`config.mk`:
```
export PLATFORM = sky130hd
export DESIGN_NAME = color_map
export DESIGN_NICKNAME = d
export VERILOG_FILES = /design/src/logic/fixed_point_pkg.sv /design/src/logic/pixel_pkg.sv /design/src/logic/color_map.sv
export SDC_FILE = /design/constraint.sdc
export NUM_CORES = 1
export LEC_CHECK = 0
export BUFFER_PORTS_ARGS = -buffer_cell sky130_fd_sc_hd__buf_2
export CORE_MARGIN = 2
export CORE_UTILIZATION = 46
export CTS_CLUSTER_SIZE = 8
export DETAILED_ROUTE_END_ITERATION = 12
export MAX_ROUTING_LAYER = met4
export PLACE_DENSITY = 0.83
export SLEW_MARGIN = 30
export SYNTH_ARGS = -nofsm -noshare
export SYNTH_HDL_FRONTEND = slang
export SYNTH_SLANG_ARGS = --single-unit
```
`constraint.sdc`:
```
create_clock -name clk -period 3.49 [get_ports clk]
set_input_delay 0.698 -clock clk [delete_from_list [all_inputs] [get_ports clk]]
set_output_delay 0.698 -clock clk [all_outputs]
set_load 0.02 [all_outputs]
```
`src/logic/fixed_point_pkg.sv`:
```
`default_nettype none

package fixed_point_pkg;

	////////////////////
	// Number format
	////////////////////

	// Fraction width of the 4.23 format
	localparam int FRAC_BITS = 23;

	// Signed 4.23, 27 bits total
	typedef logic signed [26:0] fixed_t;

	////////////////////
	// Iteration limits
	////////////////////

	// Enough bits to hold ITER_MAX
	typedef logic [10:0] iter_count_t;

	// Hard stop for points inside the set
	localparam iter_count_t ITER_MAX = 11'd1000;

	// Bound on zr^2 + zi^2, i.e. 4.0
	localparam fixed_t ESCAPE_MAG_SQ = fixed_t'(4 << FRAC_BITS);

	// Bound on each new component, i.e. 2.0
	localparam fixed_t ESCAPE_COMPONENT = fixed_t'(2 << FRAC_BITS);

	// Iterator FSM
	typedef enum logic [1:0] {
		IDLE,
		CALC,
		DONE
	} iter_state_t;

endpackage

`default_nettype wire

```
`src/logic/pixel_pkg.sv`:
```
`default_nettype none

package pixel_pkg;

	// RGB 3-3-2, red in the top bits
	typedef struct packed {
		logic [2:0] red;
		logic [2:0] green;
		logic [1:0] blue;
	} color_t;

	// Row-major framebuffer address, 640x480 fits
	typedef logic [18:0] pixel_addr_t;

	// Upper left corner and pixel pitch of the rendered window
	typedef struct packed {
		fixed_point_pkg::fixed_t x_start;
		fixed_point_pkg::fixed_t y_start;
		fixed_point_pkg::fixed_t step;
	} view_t;

	// One framebuffer write
	typedef struct packed {
		logic        we;
		pixel_addr_t addr;
		color_t      color;
	} pixel_write_t;

	// Walker FSM
	typedef enum logic [1:0] {
		IDLE,
		ISSUE,
		WAIT_RESULT,
		FINISH
	} walk_state_t;

	////////////////////
	// Color bands
	////////////////////

	// Count thresholds, halving from the iteration limit
	localparam fixed_point_pkg::iter_count_t ITER_DIV2 = fixed_point_pkg::ITER_MAX >> 1;
	localparam fixed_point_pkg::iter_count_t ITER_DIV4 = fixed_point_pkg::ITER_MAX >> 2;
	localparam fixed_point_pkg::iter_count_t ITER_DIV8 = fixed_point_pkg::ITER_MAX >> 3;
	localparam fixed_point_pkg::iter_count_t ITER_DIV16 = fixed_point_pkg::ITER_MAX >> 4;
	localparam fixed_point_pkg::iter_count_t ITER_DIV32 = fixed_point_pkg::ITER_MAX >> 5;
	localparam fixed_point_pkg::iter_count_t ITER_DIV64 = fixed_point_pkg::ITER_MAX >> 6;

	// Band colors
	localparam color_t COLOR_SET = 8'b000_000_00;
	localparam color_t COLOR_DIV2 = 8'b011_001_00;
	localparam color_t COLOR_DIV4 = 8'b011_001_00;
	localparam color_t COLOR_DIV8 = 8'b101_010_01;
	localparam color_t COLOR_DIV16 = 8'b011_001_01;
	localparam color_t COLOR_DIV32 = 8'b001_001_01;
	localparam color_t COLOR_DIV64 = 8'b011_010_10;
	localparam color_t COLOR_FAST = 8'b100_100_10;

endpackage

`default_nettype wire

```
`src/logic/color_map.sv`:
```
`timescale 1ns/1ns
`default_nettype none

module color_map (
	input  logic                         clk,
	input  logic                         reset,
	input  logic                         result_valid,
	input  fixed_point_pkg::iter_count_t result_count,
	input  pixel_pkg::pixel_addr_t       pixel_addr,
	output pixel_pkg::pixel_write_t      pixel_write
);

	pixel_pkg::color_t color;

	// Registered write fields
	logic write_we;
	pixel_pkg::pixel_addr_t write_addr;
	pixel_pkg::color_t write_color;

	// Band lookup, slowest escape first
	always_comb begin
		if (result_count >= fixed_point_pkg::ITER_MAX) begin
			color = pixel_pkg::COLOR_SET;
		end else if (result_count >= pixel_pkg::ITER_DIV2) begin
			color = pixel_pkg::COLOR_DIV2;
		end else if (result_count >= pixel_pkg::ITER_DIV4) begin
			color = pixel_pkg::COLOR_DIV4;
		end else if (result_count >= pixel_pkg::ITER_DIV8) begin
			color = pixel_pkg::COLOR_DIV8;
		end else if (result_count >= pixel_pkg::ITER_DIV16) begin
			color = pixel_pkg::COLOR_DIV16;
		end else if (result_count >= pixel_pkg::ITER_DIV32) begin
			color = pixel_pkg::COLOR_DIV32;
		end else if (result_count >= pixel_pkg::ITER_DIV64) begin
			color = pixel_pkg::COLOR_DIV64;
		end else begin
			// Escaped almost at once
			color = pixel_pkg::COLOR_FAST;
		end
	end

	// Strobe follows the result by one cycle
	always_ff @(posedge clk) begin
		if (reset) begin
			write_we <= 1'b0;
		end else begin
			write_we <= result_valid;
		end
	end

	// Address and color captured in the same cycle as the strobe
	always_ff @(posedge clk) begin
		if (result_valid) begin
			write_addr <= pixel_addr;
			write_color <= color;
		end
	end

	assign pixel_write = '{we: write_we, addr: write_addr, color: write_color};

endmodule

`default_nettype wire

```
==> results.yml <==
flow_run:
  max_cap_violations: 0
global_routing:
  grt_max_degree: 29
  grt_use_total_pct: 15.6
  first_global_vias: 714
  grt_pass1_wl_mm: 2.99
  grt_overflow_total: 0
  grt_antenna_before_repair: 0
setup_path:
  path_class: "in2reg"
  crit_slowest_cell: "or4_4"
  arrival_ps: 1910
  cp_max_fo: 4
  path_cells: "buf_2 > or4_4 > a2111oi_4 > o21bai_2 > nor2b_1"
  critPathMaxStageDelay_ps: 580
  cp-end-kind: "flop"
  crit_start: "result_count[9]"
  startpoint_type: "input pin"
  crit_required_ps: 3570
  cp_num_buf_inv: 1
  path_delay_family: "simple AND/OR/NAND/NOR gates"
power_and_ir_drop:
  ir_drop_uv: 270
  p_per_area_nw_per_um2: 450
  p_leak_uw: 0.000587
worst_hold_path:
  worstHoldStart: "reset"
  hp-class: "in2reg"
drt:
  drtAntennaViolNets: 0
  drc: 0
  wirelength_mm: 2.00
  drtPass1Iterations: 4
  drtIter0Drc: 14
  routed_via_density: 4.96
  num_vias: 749
  wl_per_cell_um: 13.2
logic_synthesis:
  synth.distinct_cells: 23
  seq_area_frac_synth_pct: 77.2
  yosysWarnings: 0
  syn_avg_cell_area_sq_um: 17.9
  synth_seq_cells: 28
  synth_fp_nets: 93
  syn_inst: 60
  netlist_area_sq_um: 1080
sta:
  min_period_over_period_pct: 52.2
  tns_ps: 0
  setup_violations: 0
  finalCriticalPeriod_ps: 1820
  setup_ws_ps: 1670
  rsz0062_at_grt: "no"
  clock.fmax_mhz: 549
  timing.final.hold_violations: 0
  slew_headroom_pct: 62.9
  worstMarginPinSlew_ps: 557
  report.final.slew_viol_count: 0
  whs_ps: 525
place:
  dpl.hpwl_mm: 1.60
  gp_congestion: 0.888
  placed_area_sq_um: 1400
  io_buffer_count: 60
  place_ws_ps: 1330
status:
  outcome: "finished, final reports clean"
clocking:
  cts_resized: 0
  post_cts_buffers: 0
  cts_max_level: 1
  root_buffer: "clkbuf_4"
  cts_made_buffers: 3
  cts_buffer_depth: 2
  cts-hold-fix-buffers: 0
  cts_tree: "built"
  clock_sinks: 28
  cts.clk_slew.worst_paths_ps: 130
final_layout:
  diodes: 0
  area_growth_pct: 33.8
  fin_area_sq_um: 1440
  layout.nets: 157
  layout_commonest_cell: "buf_2"
  nFillCells: 167
  layout_common_cells: "buf_2 (60), edfxtp_1 (27), o21ai_0 (5), nor2_1 (5)"
  drive_gt1_share_pct: 57.7
floorplan:
  core_sq_um: 2210
  die_x_um: 52.4
  initial_core_util_pct: 48.6
  die_y_um: 52.4
  rows: 17
  dieArea_sq_um: 2740
  io_pins: 61
[final cells by class]
class / count / area (sq um) / share of cell area, %
timing repair buffer: 60 / 300 / 20.9
sequential: 28 / 831 / 57.7
clock buffer: 4 / 36.3 / 2.52
tap: 28 / 35.0 / 2.43
multi-input combinational: 31 / 238 / 16.5
[final timing paths]
kind | slack, ps | depth (start not counted) | end
hold / removal | 530 | 2 | write_we
setup / recovery | 1670 | 5 | pixel_write[2]
[logic make-up after synthesis]
kind of cell           after synthesis  synth area share, %
AO/OA/AOI/OAI                       10                 8.84
buffers and inverters                1                0.698
flip-flops                          28                 77.2
AND/OR/NAND/NOR                     21                 13.3
[per-stage QoR]
step	util (%)	power, uW	instances
after global routing	65.1	673	151
final	65.1	647	151
after global placement	63.5	507	147
after CTS	65.1	654	151
after detailed placement	63.5	510	147
after floorplan	-	458	60
[cells in the mapped netlist (all sizes together)]
cell type | number | share of area, %
nor4 | 1 | 0.58
edfxtp | 27 | 75
nand2b | 1 | 0.58
and4 | 1 | 0.81
nand4 | 3 | 1.7
dfxtp | 1 | 1.9
nand3 | 1 | 0.46
or4 | 1 | 1.0
a2111oi | 1 | 2.6
nor2 | 6 | 2.3
or3b | 1 | 0.81
a21oi | 1 | 0.46
o21bai | 3 | 3.5
buf | 1 | 0.70
nor3b | 1 | 0.70
nor2b | 2 | 1.2
nor4b | 1 | 2.2
o21ai | 5 | 2.3
nor3 | 1 | 0.46
nand2 | 1 | 0.35
[registers in the layout, indices dropped and copies added, names as in the netlist]
signal and cells:
write_addr 19, pixel_write 8, write_we 1
[metal layers]
layer | part of all wire [%] | global-route usage (%)
met1 | 39 | 17.8
met2 | 51 | 27.5
met3 | 10 | 1.14
met4 | 0 | 7.69
met5 | 0 | -
[power breakdown]
| group | leakage [uW] | switching (uW) | total [uW] | internal [uW] |
|---|---|---|---|---|
| Sequential | 0.000271 | 5.36 | 401 | 396 |
| Combinational | 0.000295 | 64.1 | 100 | 35.9 |
| Clock | 0.0000210 | 82.4 | 146 | 63.7 |
| Total | 0.000587 | 152 | 647 | 496 |
Power figures use the tool's default switching activity.
