$ cat config.mk
export PLATFORM = sky130hd
export DESIGN_NAME = frame_walker
export DESIGN_NICKNAME = d
export VERILOG_FILES = /design/src/logic/fixed_point_pkg.sv /design/src/logic/pixel_pkg.sv /design/src/logic/frame_walker.sv
export SDC_FILE = /design/constraint.sdc
export NUM_CORES = 1
export LEC_CHECK = 0
export ABC_AREA = 1
export ABC_CLOCK_PERIOD_IN_PS = 7010
export BUFFER_PORTS_ARGS = -buffer_cell sky130_fd_sc_hd__buf_2
export CAP_MARGIN = 10
export CORE_MARGIN = 4
export CORE_UTILIZATION = 45
export CTS_CLUSTER_SIZE = 20
export DETAILED_ROUTE_END_ITERATION = 12
export PLACE_DENSITY = 0.66
export SLEW_MARGIN = 10
export SYNTH_ARGS = -nofsm -noshare
export SYNTH_HDL_FRONTEND = slang
export SYNTH_SLANG_ARGS = --single-unit
$ cat constraint.sdc
create_clock -name clk -period 7.01 [get_ports clk]
set_clock_uncertainty 0.1 [all_clocks]
set_input_delay 1.7525 -clock clk [delete_from_list [all_inputs] [get_ports clk]]
set_output_delay 1.7525 -clock clk [all_outputs]
set_load 0.01 [all_outputs]
$ cat src/logic/fixed_point_pkg.sv
`default_nettype none

package fixed_point_pkg;

	////////////////////
	// Number format
	////////////////////

	// Fraction width of the 4.23 format
	localparam int FRAC_BITS = 23;

	// Signed 4.23, 27 bits total
	typedef logic signed [26:0] fixed_t;

	////////////////////
	// Iteration limits
	////////////////////

	// Enough bits to hold ITER_MAX
	typedef logic [10:0] iter_count_t;

	// Hard stop for points inside the set
	localparam iter_count_t ITER_MAX = 11'd1000;

	// Bound on zr^2 + zi^2, i.e. 4.0
	localparam fixed_t ESCAPE_MAG_SQ = fixed_t'(4 << FRAC_BITS);

	// Bound on each new component, i.e. 2.0
	localparam fixed_t ESCAPE_COMPONENT = fixed_t'(2 << FRAC_BITS);

	// Iterator FSM
	typedef enum logic [1:0] {
		IDLE,
		CALC,
		DONE
	} iter_state_t;

endpackage

`default_nettype wire

$ cat src/logic/pixel_pkg.sv
`default_nettype none

package pixel_pkg;

	// RGB 3-3-2, red in the top bits
	typedef struct packed {
		logic [2:0] red;
		logic [2:0] green;
		logic [1:0] blue;
	} color_t;

	// Row-major framebuffer address, 640x480 fits
	typedef logic [18:0] pixel_addr_t;

	// Upper left corner and pixel pitch of the rendered window
	typedef struct packed {
		fixed_point_pkg::fixed_t x_start;
		fixed_point_pkg::fixed_t y_start;
		fixed_point_pkg::fixed_t step;
	} view_t;

	// One framebuffer write
	typedef struct packed {
		logic        we;
		pixel_addr_t addr;
		color_t      color;
	} pixel_write_t;

	// Walker FSM
	typedef enum logic [1:0] {
		IDLE,
		ISSUE,
		WAIT_RESULT,
		FINISH
	} walk_state_t;

	////////////////////
	// Color bands
	////////////////////

	// Count thresholds, halving from the iteration limit
	localparam fixed_point_pkg::iter_count_t ITER_DIV2 = fixed_point_pkg::ITER_MAX >> 1;
	localparam fixed_point_pkg::iter_count_t ITER_DIV4 = fixed_point_pkg::ITER_MAX >> 2;
	localparam fixed_point_pkg::iter_count_t ITER_DIV8 = fixed_point_pkg::ITER_MAX >> 3;
	localparam fixed_point_pkg::iter_count_t ITER_DIV16 = fixed_point_pkg::ITER_MAX >> 4;
	localparam fixed_point_pkg::iter_count_t ITER_DIV32 = fixed_point_pkg::ITER_MAX >> 5;
	localparam fixed_point_pkg::iter_count_t ITER_DIV64 = fixed_point_pkg::ITER_MAX >> 6;

	// Band colors
	localparam color_t COLOR_SET = 8'b000_000_00;
	localparam color_t COLOR_DIV2 = 8'b011_001_00;
	localparam color_t COLOR_DIV4 = 8'b011_001_00;
	localparam color_t COLOR_DIV8 = 8'b101_010_01;
	localparam color_t COLOR_DIV16 = 8'b011_001_01;
	localparam color_t COLOR_DIV32 = 8'b001_001_01;
	localparam color_t COLOR_DIV64 = 8'b011_010_10;
	localparam color_t COLOR_FAST = 8'b100_100_10;

endpackage

`default_nettype wire

$ cat src/logic/frame_walker.sv
`timescale 1ns/1ns
`default_nettype none

module frame_walker #(
	parameter int FRAME_W = 640,
	parameter int FRAME_H = 480
) (
	input  logic                    clk,
	input  logic                    reset,
	input  logic                    start,
	input  pixel_pkg::view_t        view,
	input  logic                    result_valid,
	output logic                    point_load,
	output fixed_point_pkg::fixed_t point_re,
	output fixed_point_pkg::fixed_t point_im,
	output pixel_pkg::pixel_addr_t  pixel_addr,
	output logic                    busy,
	output logic                    done
);

	// Raster counters sized to the frame
	typedef logic [$clog2(FRAME_W)-1:0] x_count_t;
	typedef logic [$clog2(FRAME_H)-1:0] y_count_t;

	pixel_pkg::walk_state_t state;

	x_count_t pixel_x;
	y_count_t pixel_y;

	// Captured view, only what is needed after the start
	fixed_point_pkg::fixed_t x_start_q;
	fixed_point_pkg::fixed_t step_q;

	// Coordinate of the current pixel
	fixed_point_pkg::fixed_t cur_re;
	fixed_point_pkg::fixed_t cur_im;

	logic row_end;
	logic frame_end;

	assign row_end = (pixel_x == x_count_t'(FRAME_W - 1));
	assign frame_end = row_end && (pixel_y == y_count_t'(FRAME_H - 1));

	////////////////////
	// Walk FSM
	////////////////////

	always_ff @(posedge clk) begin
		if (reset) begin
			state <= pixel_pkg::IDLE;
			done <= 1'b0;
		end else begin
			// Pulse lands one cycle after the last write
			done <= (state == pixel_pkg::FINISH);
			case (state)
				pixel_pkg::IDLE: begin
					if (start) begin
						state <= pixel_pkg::ISSUE;
					end
				end
				pixel_pkg::ISSUE: state <= pixel_pkg::WAIT_RESULT;
				pixel_pkg::WAIT_RESULT: begin
					if (result_valid) begin
						state <= frame_end ? pixel_pkg::FINISH : pixel_pkg::ISSUE;
					end
				end
				// Last write is on the bus during this state
				pixel_pkg::FINISH: state <= pixel_pkg::IDLE;
				default: state <= pixel_pkg::IDLE;
			endcase
		end
	end

	////////////////////
	// Raster stepping
	////////////////////

	always_ff @(posedge clk) begin
		if (state == pixel_pkg::IDLE && start) begin
			x_start_q <= view.x_start;
			step_q <= view.step;
			cur_re <= view.x_start;
			cur_im <= view.y_start;
			pixel_x <= '0;
			pixel_y <= '0;
			pixel_addr <= '0;
		end else if (state == pixel_pkg::WAIT_RESULT && result_valid && !frame_end) begin
			// Address changes only after the color map has sampled it
			pixel_addr <= pixel_addr + 1'b1;
			if (row_end) begin
				// Next row, imaginary axis goes down
				pixel_x <= '0;
				pixel_y <= pixel_y + 1'b1;
				cur_re <= x_start_q;
				cur_im <= cur_im - step_q;
			end else begin
				pixel_x <= pixel_x + 1'b1;
				cur_re <= cur_re + step_q;
			end
		end
	end

	assign point_load = (state == pixel_pkg::ISSUE);
	assign point_re = cur_re;
	assign point_im = cur_im;
	assign busy = (state != pixel_pkg::IDLE);

endmodule

`default_nettype wire

==> qor.log <==
[synth] Area contributors post-synth sky130_fd_sc_hd__edfxtp_1 (32%), sky130_fd_sc_hd__nand2_1 (18%), sky130_fd_sc_hd__dfxtp_1 (8.1%)
[clock_tree] CTS-repair resized insts 0
[sta] relative slew slack 26.8%
[layout] share of cells above drive strength 1 13.4%
[hold_path] worst min-delay path category flip-flop to flip-flop
[sta] timing-limited maximum frequency 0.272 GHz
[clock_tree] H-Tree Depth 4
[clock_tree] clock sinks 149
[floorplanning] Starting Density 46.1%
[power] Flop pwr share 36.0%
[clock_tree] clock insertion delay at the later pin of the skew report 0.43 ns
[routing] Pre-antenna DRT Iters 5
[sta] transition time at the pin with the least slew margin 1.10 ns
[routing] average wire length per cell after detail routing 15.4 um
[power] switching power as a share of total power 37.6%
[synth] cell accounting for the most synthesized area sky130_fd_sc_hd__edfxtp_1
[critical_path] maximum fanout along the worst path 100
[global_route] vias in the first global route 9013
[global_route] GR Util met3 3.77%
[synth] Commonest cells post-synth sky130_fd_sc_hd__nand2_1 (493), sky130_fd_sc_hd__inv_1 (217), sky130_fd_sc_hd__edfxtp_1 (108)
[critical_path] category of the most critical setup path input port to flip-flop
[synth] Syn Area/Cell 7.13 um2
[synth] Synth cell types 35
[critical_path] master of the slowest instance on the critical path sky130_fd_sc_hd__inv_4
[power] Clock power frac 29.0%
[sta] minimum period implied by the final worst setup slack 3.67 ns
[synth] Synth async-reset ratio 0%
[sta] RSZ-0062 raised after global routing false
[floorplanning] Chip Width 158 um
[clock_tree] postcts setup bufs 0
[power] switching pwr 1220 uW
[sta] Final TNS setup 0 ns
[clock_tree] number of buffers inserted during clock tree synthesis 17
[critical_path] worst path arrival time 3.65 ns
[place] count of buffers from port buffering 160
[floorplanning] top-level I/O count 161
[sta] Setup-failing EPs final 0
[global_route] total overflow reported by the global router 0
[job] MaxCap Viol Count 0
[layout] count of fill cells added during filler insertion 2189
[power] power density over the cells 274 nW/um2
[floorplanning] number of placement rows 54
[clock_tree] clock tree from TritonCTS built
[critical_path] worst-path cell chain buf_2 -> nand2_2 -> buf_4 -> inv_4 -> buf_4
[sta] fin. max-slew vios 0
[floorplanning] die extent in y 158 um
[routing] mean number of vias per cell 5.08
[routing] total via count in the routed design 9517
[clock_tree] Longest Clk Path Bufs 2
[global_route] met2 layer usage reported by global route 38.6%
[global_route] initial antenna violation count 0
[clock_tree] CTS Hold Buffers Added 0
[outcome] run status complete, no violations
[sta] final period utilization 52.4%
[synth] EDFF count, synth 108
[layout] Final Core Density 53.7%
[layout] total area of sequential cells 4060 um2
[power] portion of total power attributed to combinational logic 35.0%
[critical_path] Data required, critical path 6.99 ns
[synth] Synth Register Bits 149
[layout] final antenna diode count 0
[global_route] All-Layer GR Usage 23.2%
[place] final estimated routing congestion in global placement 0.976
[synth] total nets after synthesis 1566
[critical_path] most frequent CP cell sky130_fd_sc_hd__buf_4
[power] maximum VDD drop 0.000148 V
[global_route] largest net degree at the start of global routing 101
[layout] combined area of the multi-input logic cells 5140 um2
[routing] initial DRC count 575
[synth] commonest register cell after synthesis sky130_fd_sc_hd__edfxtp_1
[critical_path] category of cells accounting for the largest share of critical-path delay buffers and inverters
[routing] DRC errors left 0
[synth] leading cell type by number of instances after synthesis sky130_fd_sc_hd__nand2_1
[synth] number of synthesis warnings 0
[critical_path] stage delay of the slowest cell on the critical path 0.85 ns
[floorplanning] DIE AREA 25000 um2
[layout] post-layout net count 1724
[routing] total wire length 28900 um
[place] half-perimeter wire length of the detailed placement result 22500 um
[global_route] layer with the highest usage after global routing met2
[critical_path] crit start category input port
[sta] final-report hold violation count 0
[critical_path] nature of the critical path endpoint flip-flop
[synth] cells after synthesis 1424
[global_route] GRT met1 Usage 31.2%
[critical_path] Critical path buffers and inverters 4
[synth] Synth Cell Area 10200 um2
[routing] Final ANT Viol Nets 0
[global_route] first-pass GRT wire length 45800 um
[clock_tree] buffer type at the clock tree root sky130_fd_sc_hd__clkbuf_16
[clock_tree] clock slew at the register clock pins of the worst setup and hold paths 0.07 ns
[power] static leakage 0.00581 uW
[layout] area added between synthesis and finish 16.5%
[floorplanning] area of the core region 22000 um2
[synth] proportion of synthesized chip area in sequential cells 40.0%
[synth] area fraction of the dominant cell type after synthesis 31.9%
[power] Pint 2020 uW
## power by group through the flow
stage | registers (uW) | clock network, uW | logic (uW)
5_1_grt | 1180 | 1000 | 1310
3_5_place_dp | 1190 | 0 | 1130
4_1_cts | 1170 | 960 | 1140
2_1_floorplan | 1190 | 0 | 773
3_3_place_gp | 1190 | 0 | 1120
6_report | 1170 | 942 | 1140
## layout make-up
class	instances	area share, %
multi-input cells	1028	43.4
inverters	220	7.01
well taps	280	2.96
repair buffers	166	7.15
clock buffers	21	4.35
clock inverters	11	0.803
flip-flops and latches	149	34.3
## metrics by stage
stage | power, uW | std cells | cell area (um2) | hold WS [ns] | setup WS (ns)
after floorplan | 1960 | 1424 | 10200 | 0.345 | 2.64
after global placement | 2300 | 1843 | 11200 | 0.367 | 2.83
after detailed placement | 2320 | 1843 | 11200 | 0.374 | 2.81
after CTS | 3270 | 1875 | 11800 | 0.386 | 3.27
after global routing | 3480 | 1875 | 11800 | 0.406 | 3.13
final | 3250 | 1875 | 11800 | 0.386 | 3.34
## worst paths after layout
path | endpoint | startpoint | depth (start not counted) | slack, ns
setup / recovery | x_start_q[23]$_DFFE_PP_ | start | 5 | 3.34
hold / removal | state[0]$_SDFFE_PP0P_ | state[0]$_SDFFE_PP0P_ | 1 | 0.39
setup reg to reg | point_im[17]$_DFFE_PP_ | pixel_x[0]$_SDFFE_PP0P_ | 9 | 3.68
hold reg to reg | state[0]$_SDFFE_PP0P_ | state[0]$_SDFFE_PP0P_ | 1 | 0.39
## cells in the final DEF (no fill, tap or decap), drive strengths merged
cell type	n
and2	4
nand3b	7
edfxtp	108
a31oi	10
nor4	3
nor2	105
nor3	25
nand3	105
nor3b	1
o21bai	8
fa	2
nand2	494
and3	1
a21o	2
o21ai	51
o21a	2
ha	55
xnor2	14
clkbuf	21
clkinv	3
dfxtp	41
buf	166
inv	228
xor2	27
nand4	21
a21oi	80
or2	11
## registers in the layout (all words and copies together) (netlist names)
signal / cells
point_im: 27
pixel_y: 9
pixel_addr: 19
state: 2
point_re: 27
x_start_q: 27
pixel_x: 10
done: 1
step_q: 27
## routing by layer
layer  share of wire, %  vias up
met5                  0        -
met4                1.8        0
met3                6.0       36
met2                 47      252
met1                 45     4327
li1                   -     4902
## cells by family (layout without fill, tap and decap cells)
kind of cell,count (synthesis),in the layout,synth area share (%)
AND/OR/NAND/NOR,777,777,31.8
buffers and inverters,247,418,9.47
AO/OA/AOI/OAI,153,153,7.96
flip-flops,149,149,40.0
adder cells (fa/ha/maj),57,57,7.17
XOR/XNOR,41,41,3.54
Power figures use the tool's default switching activity.
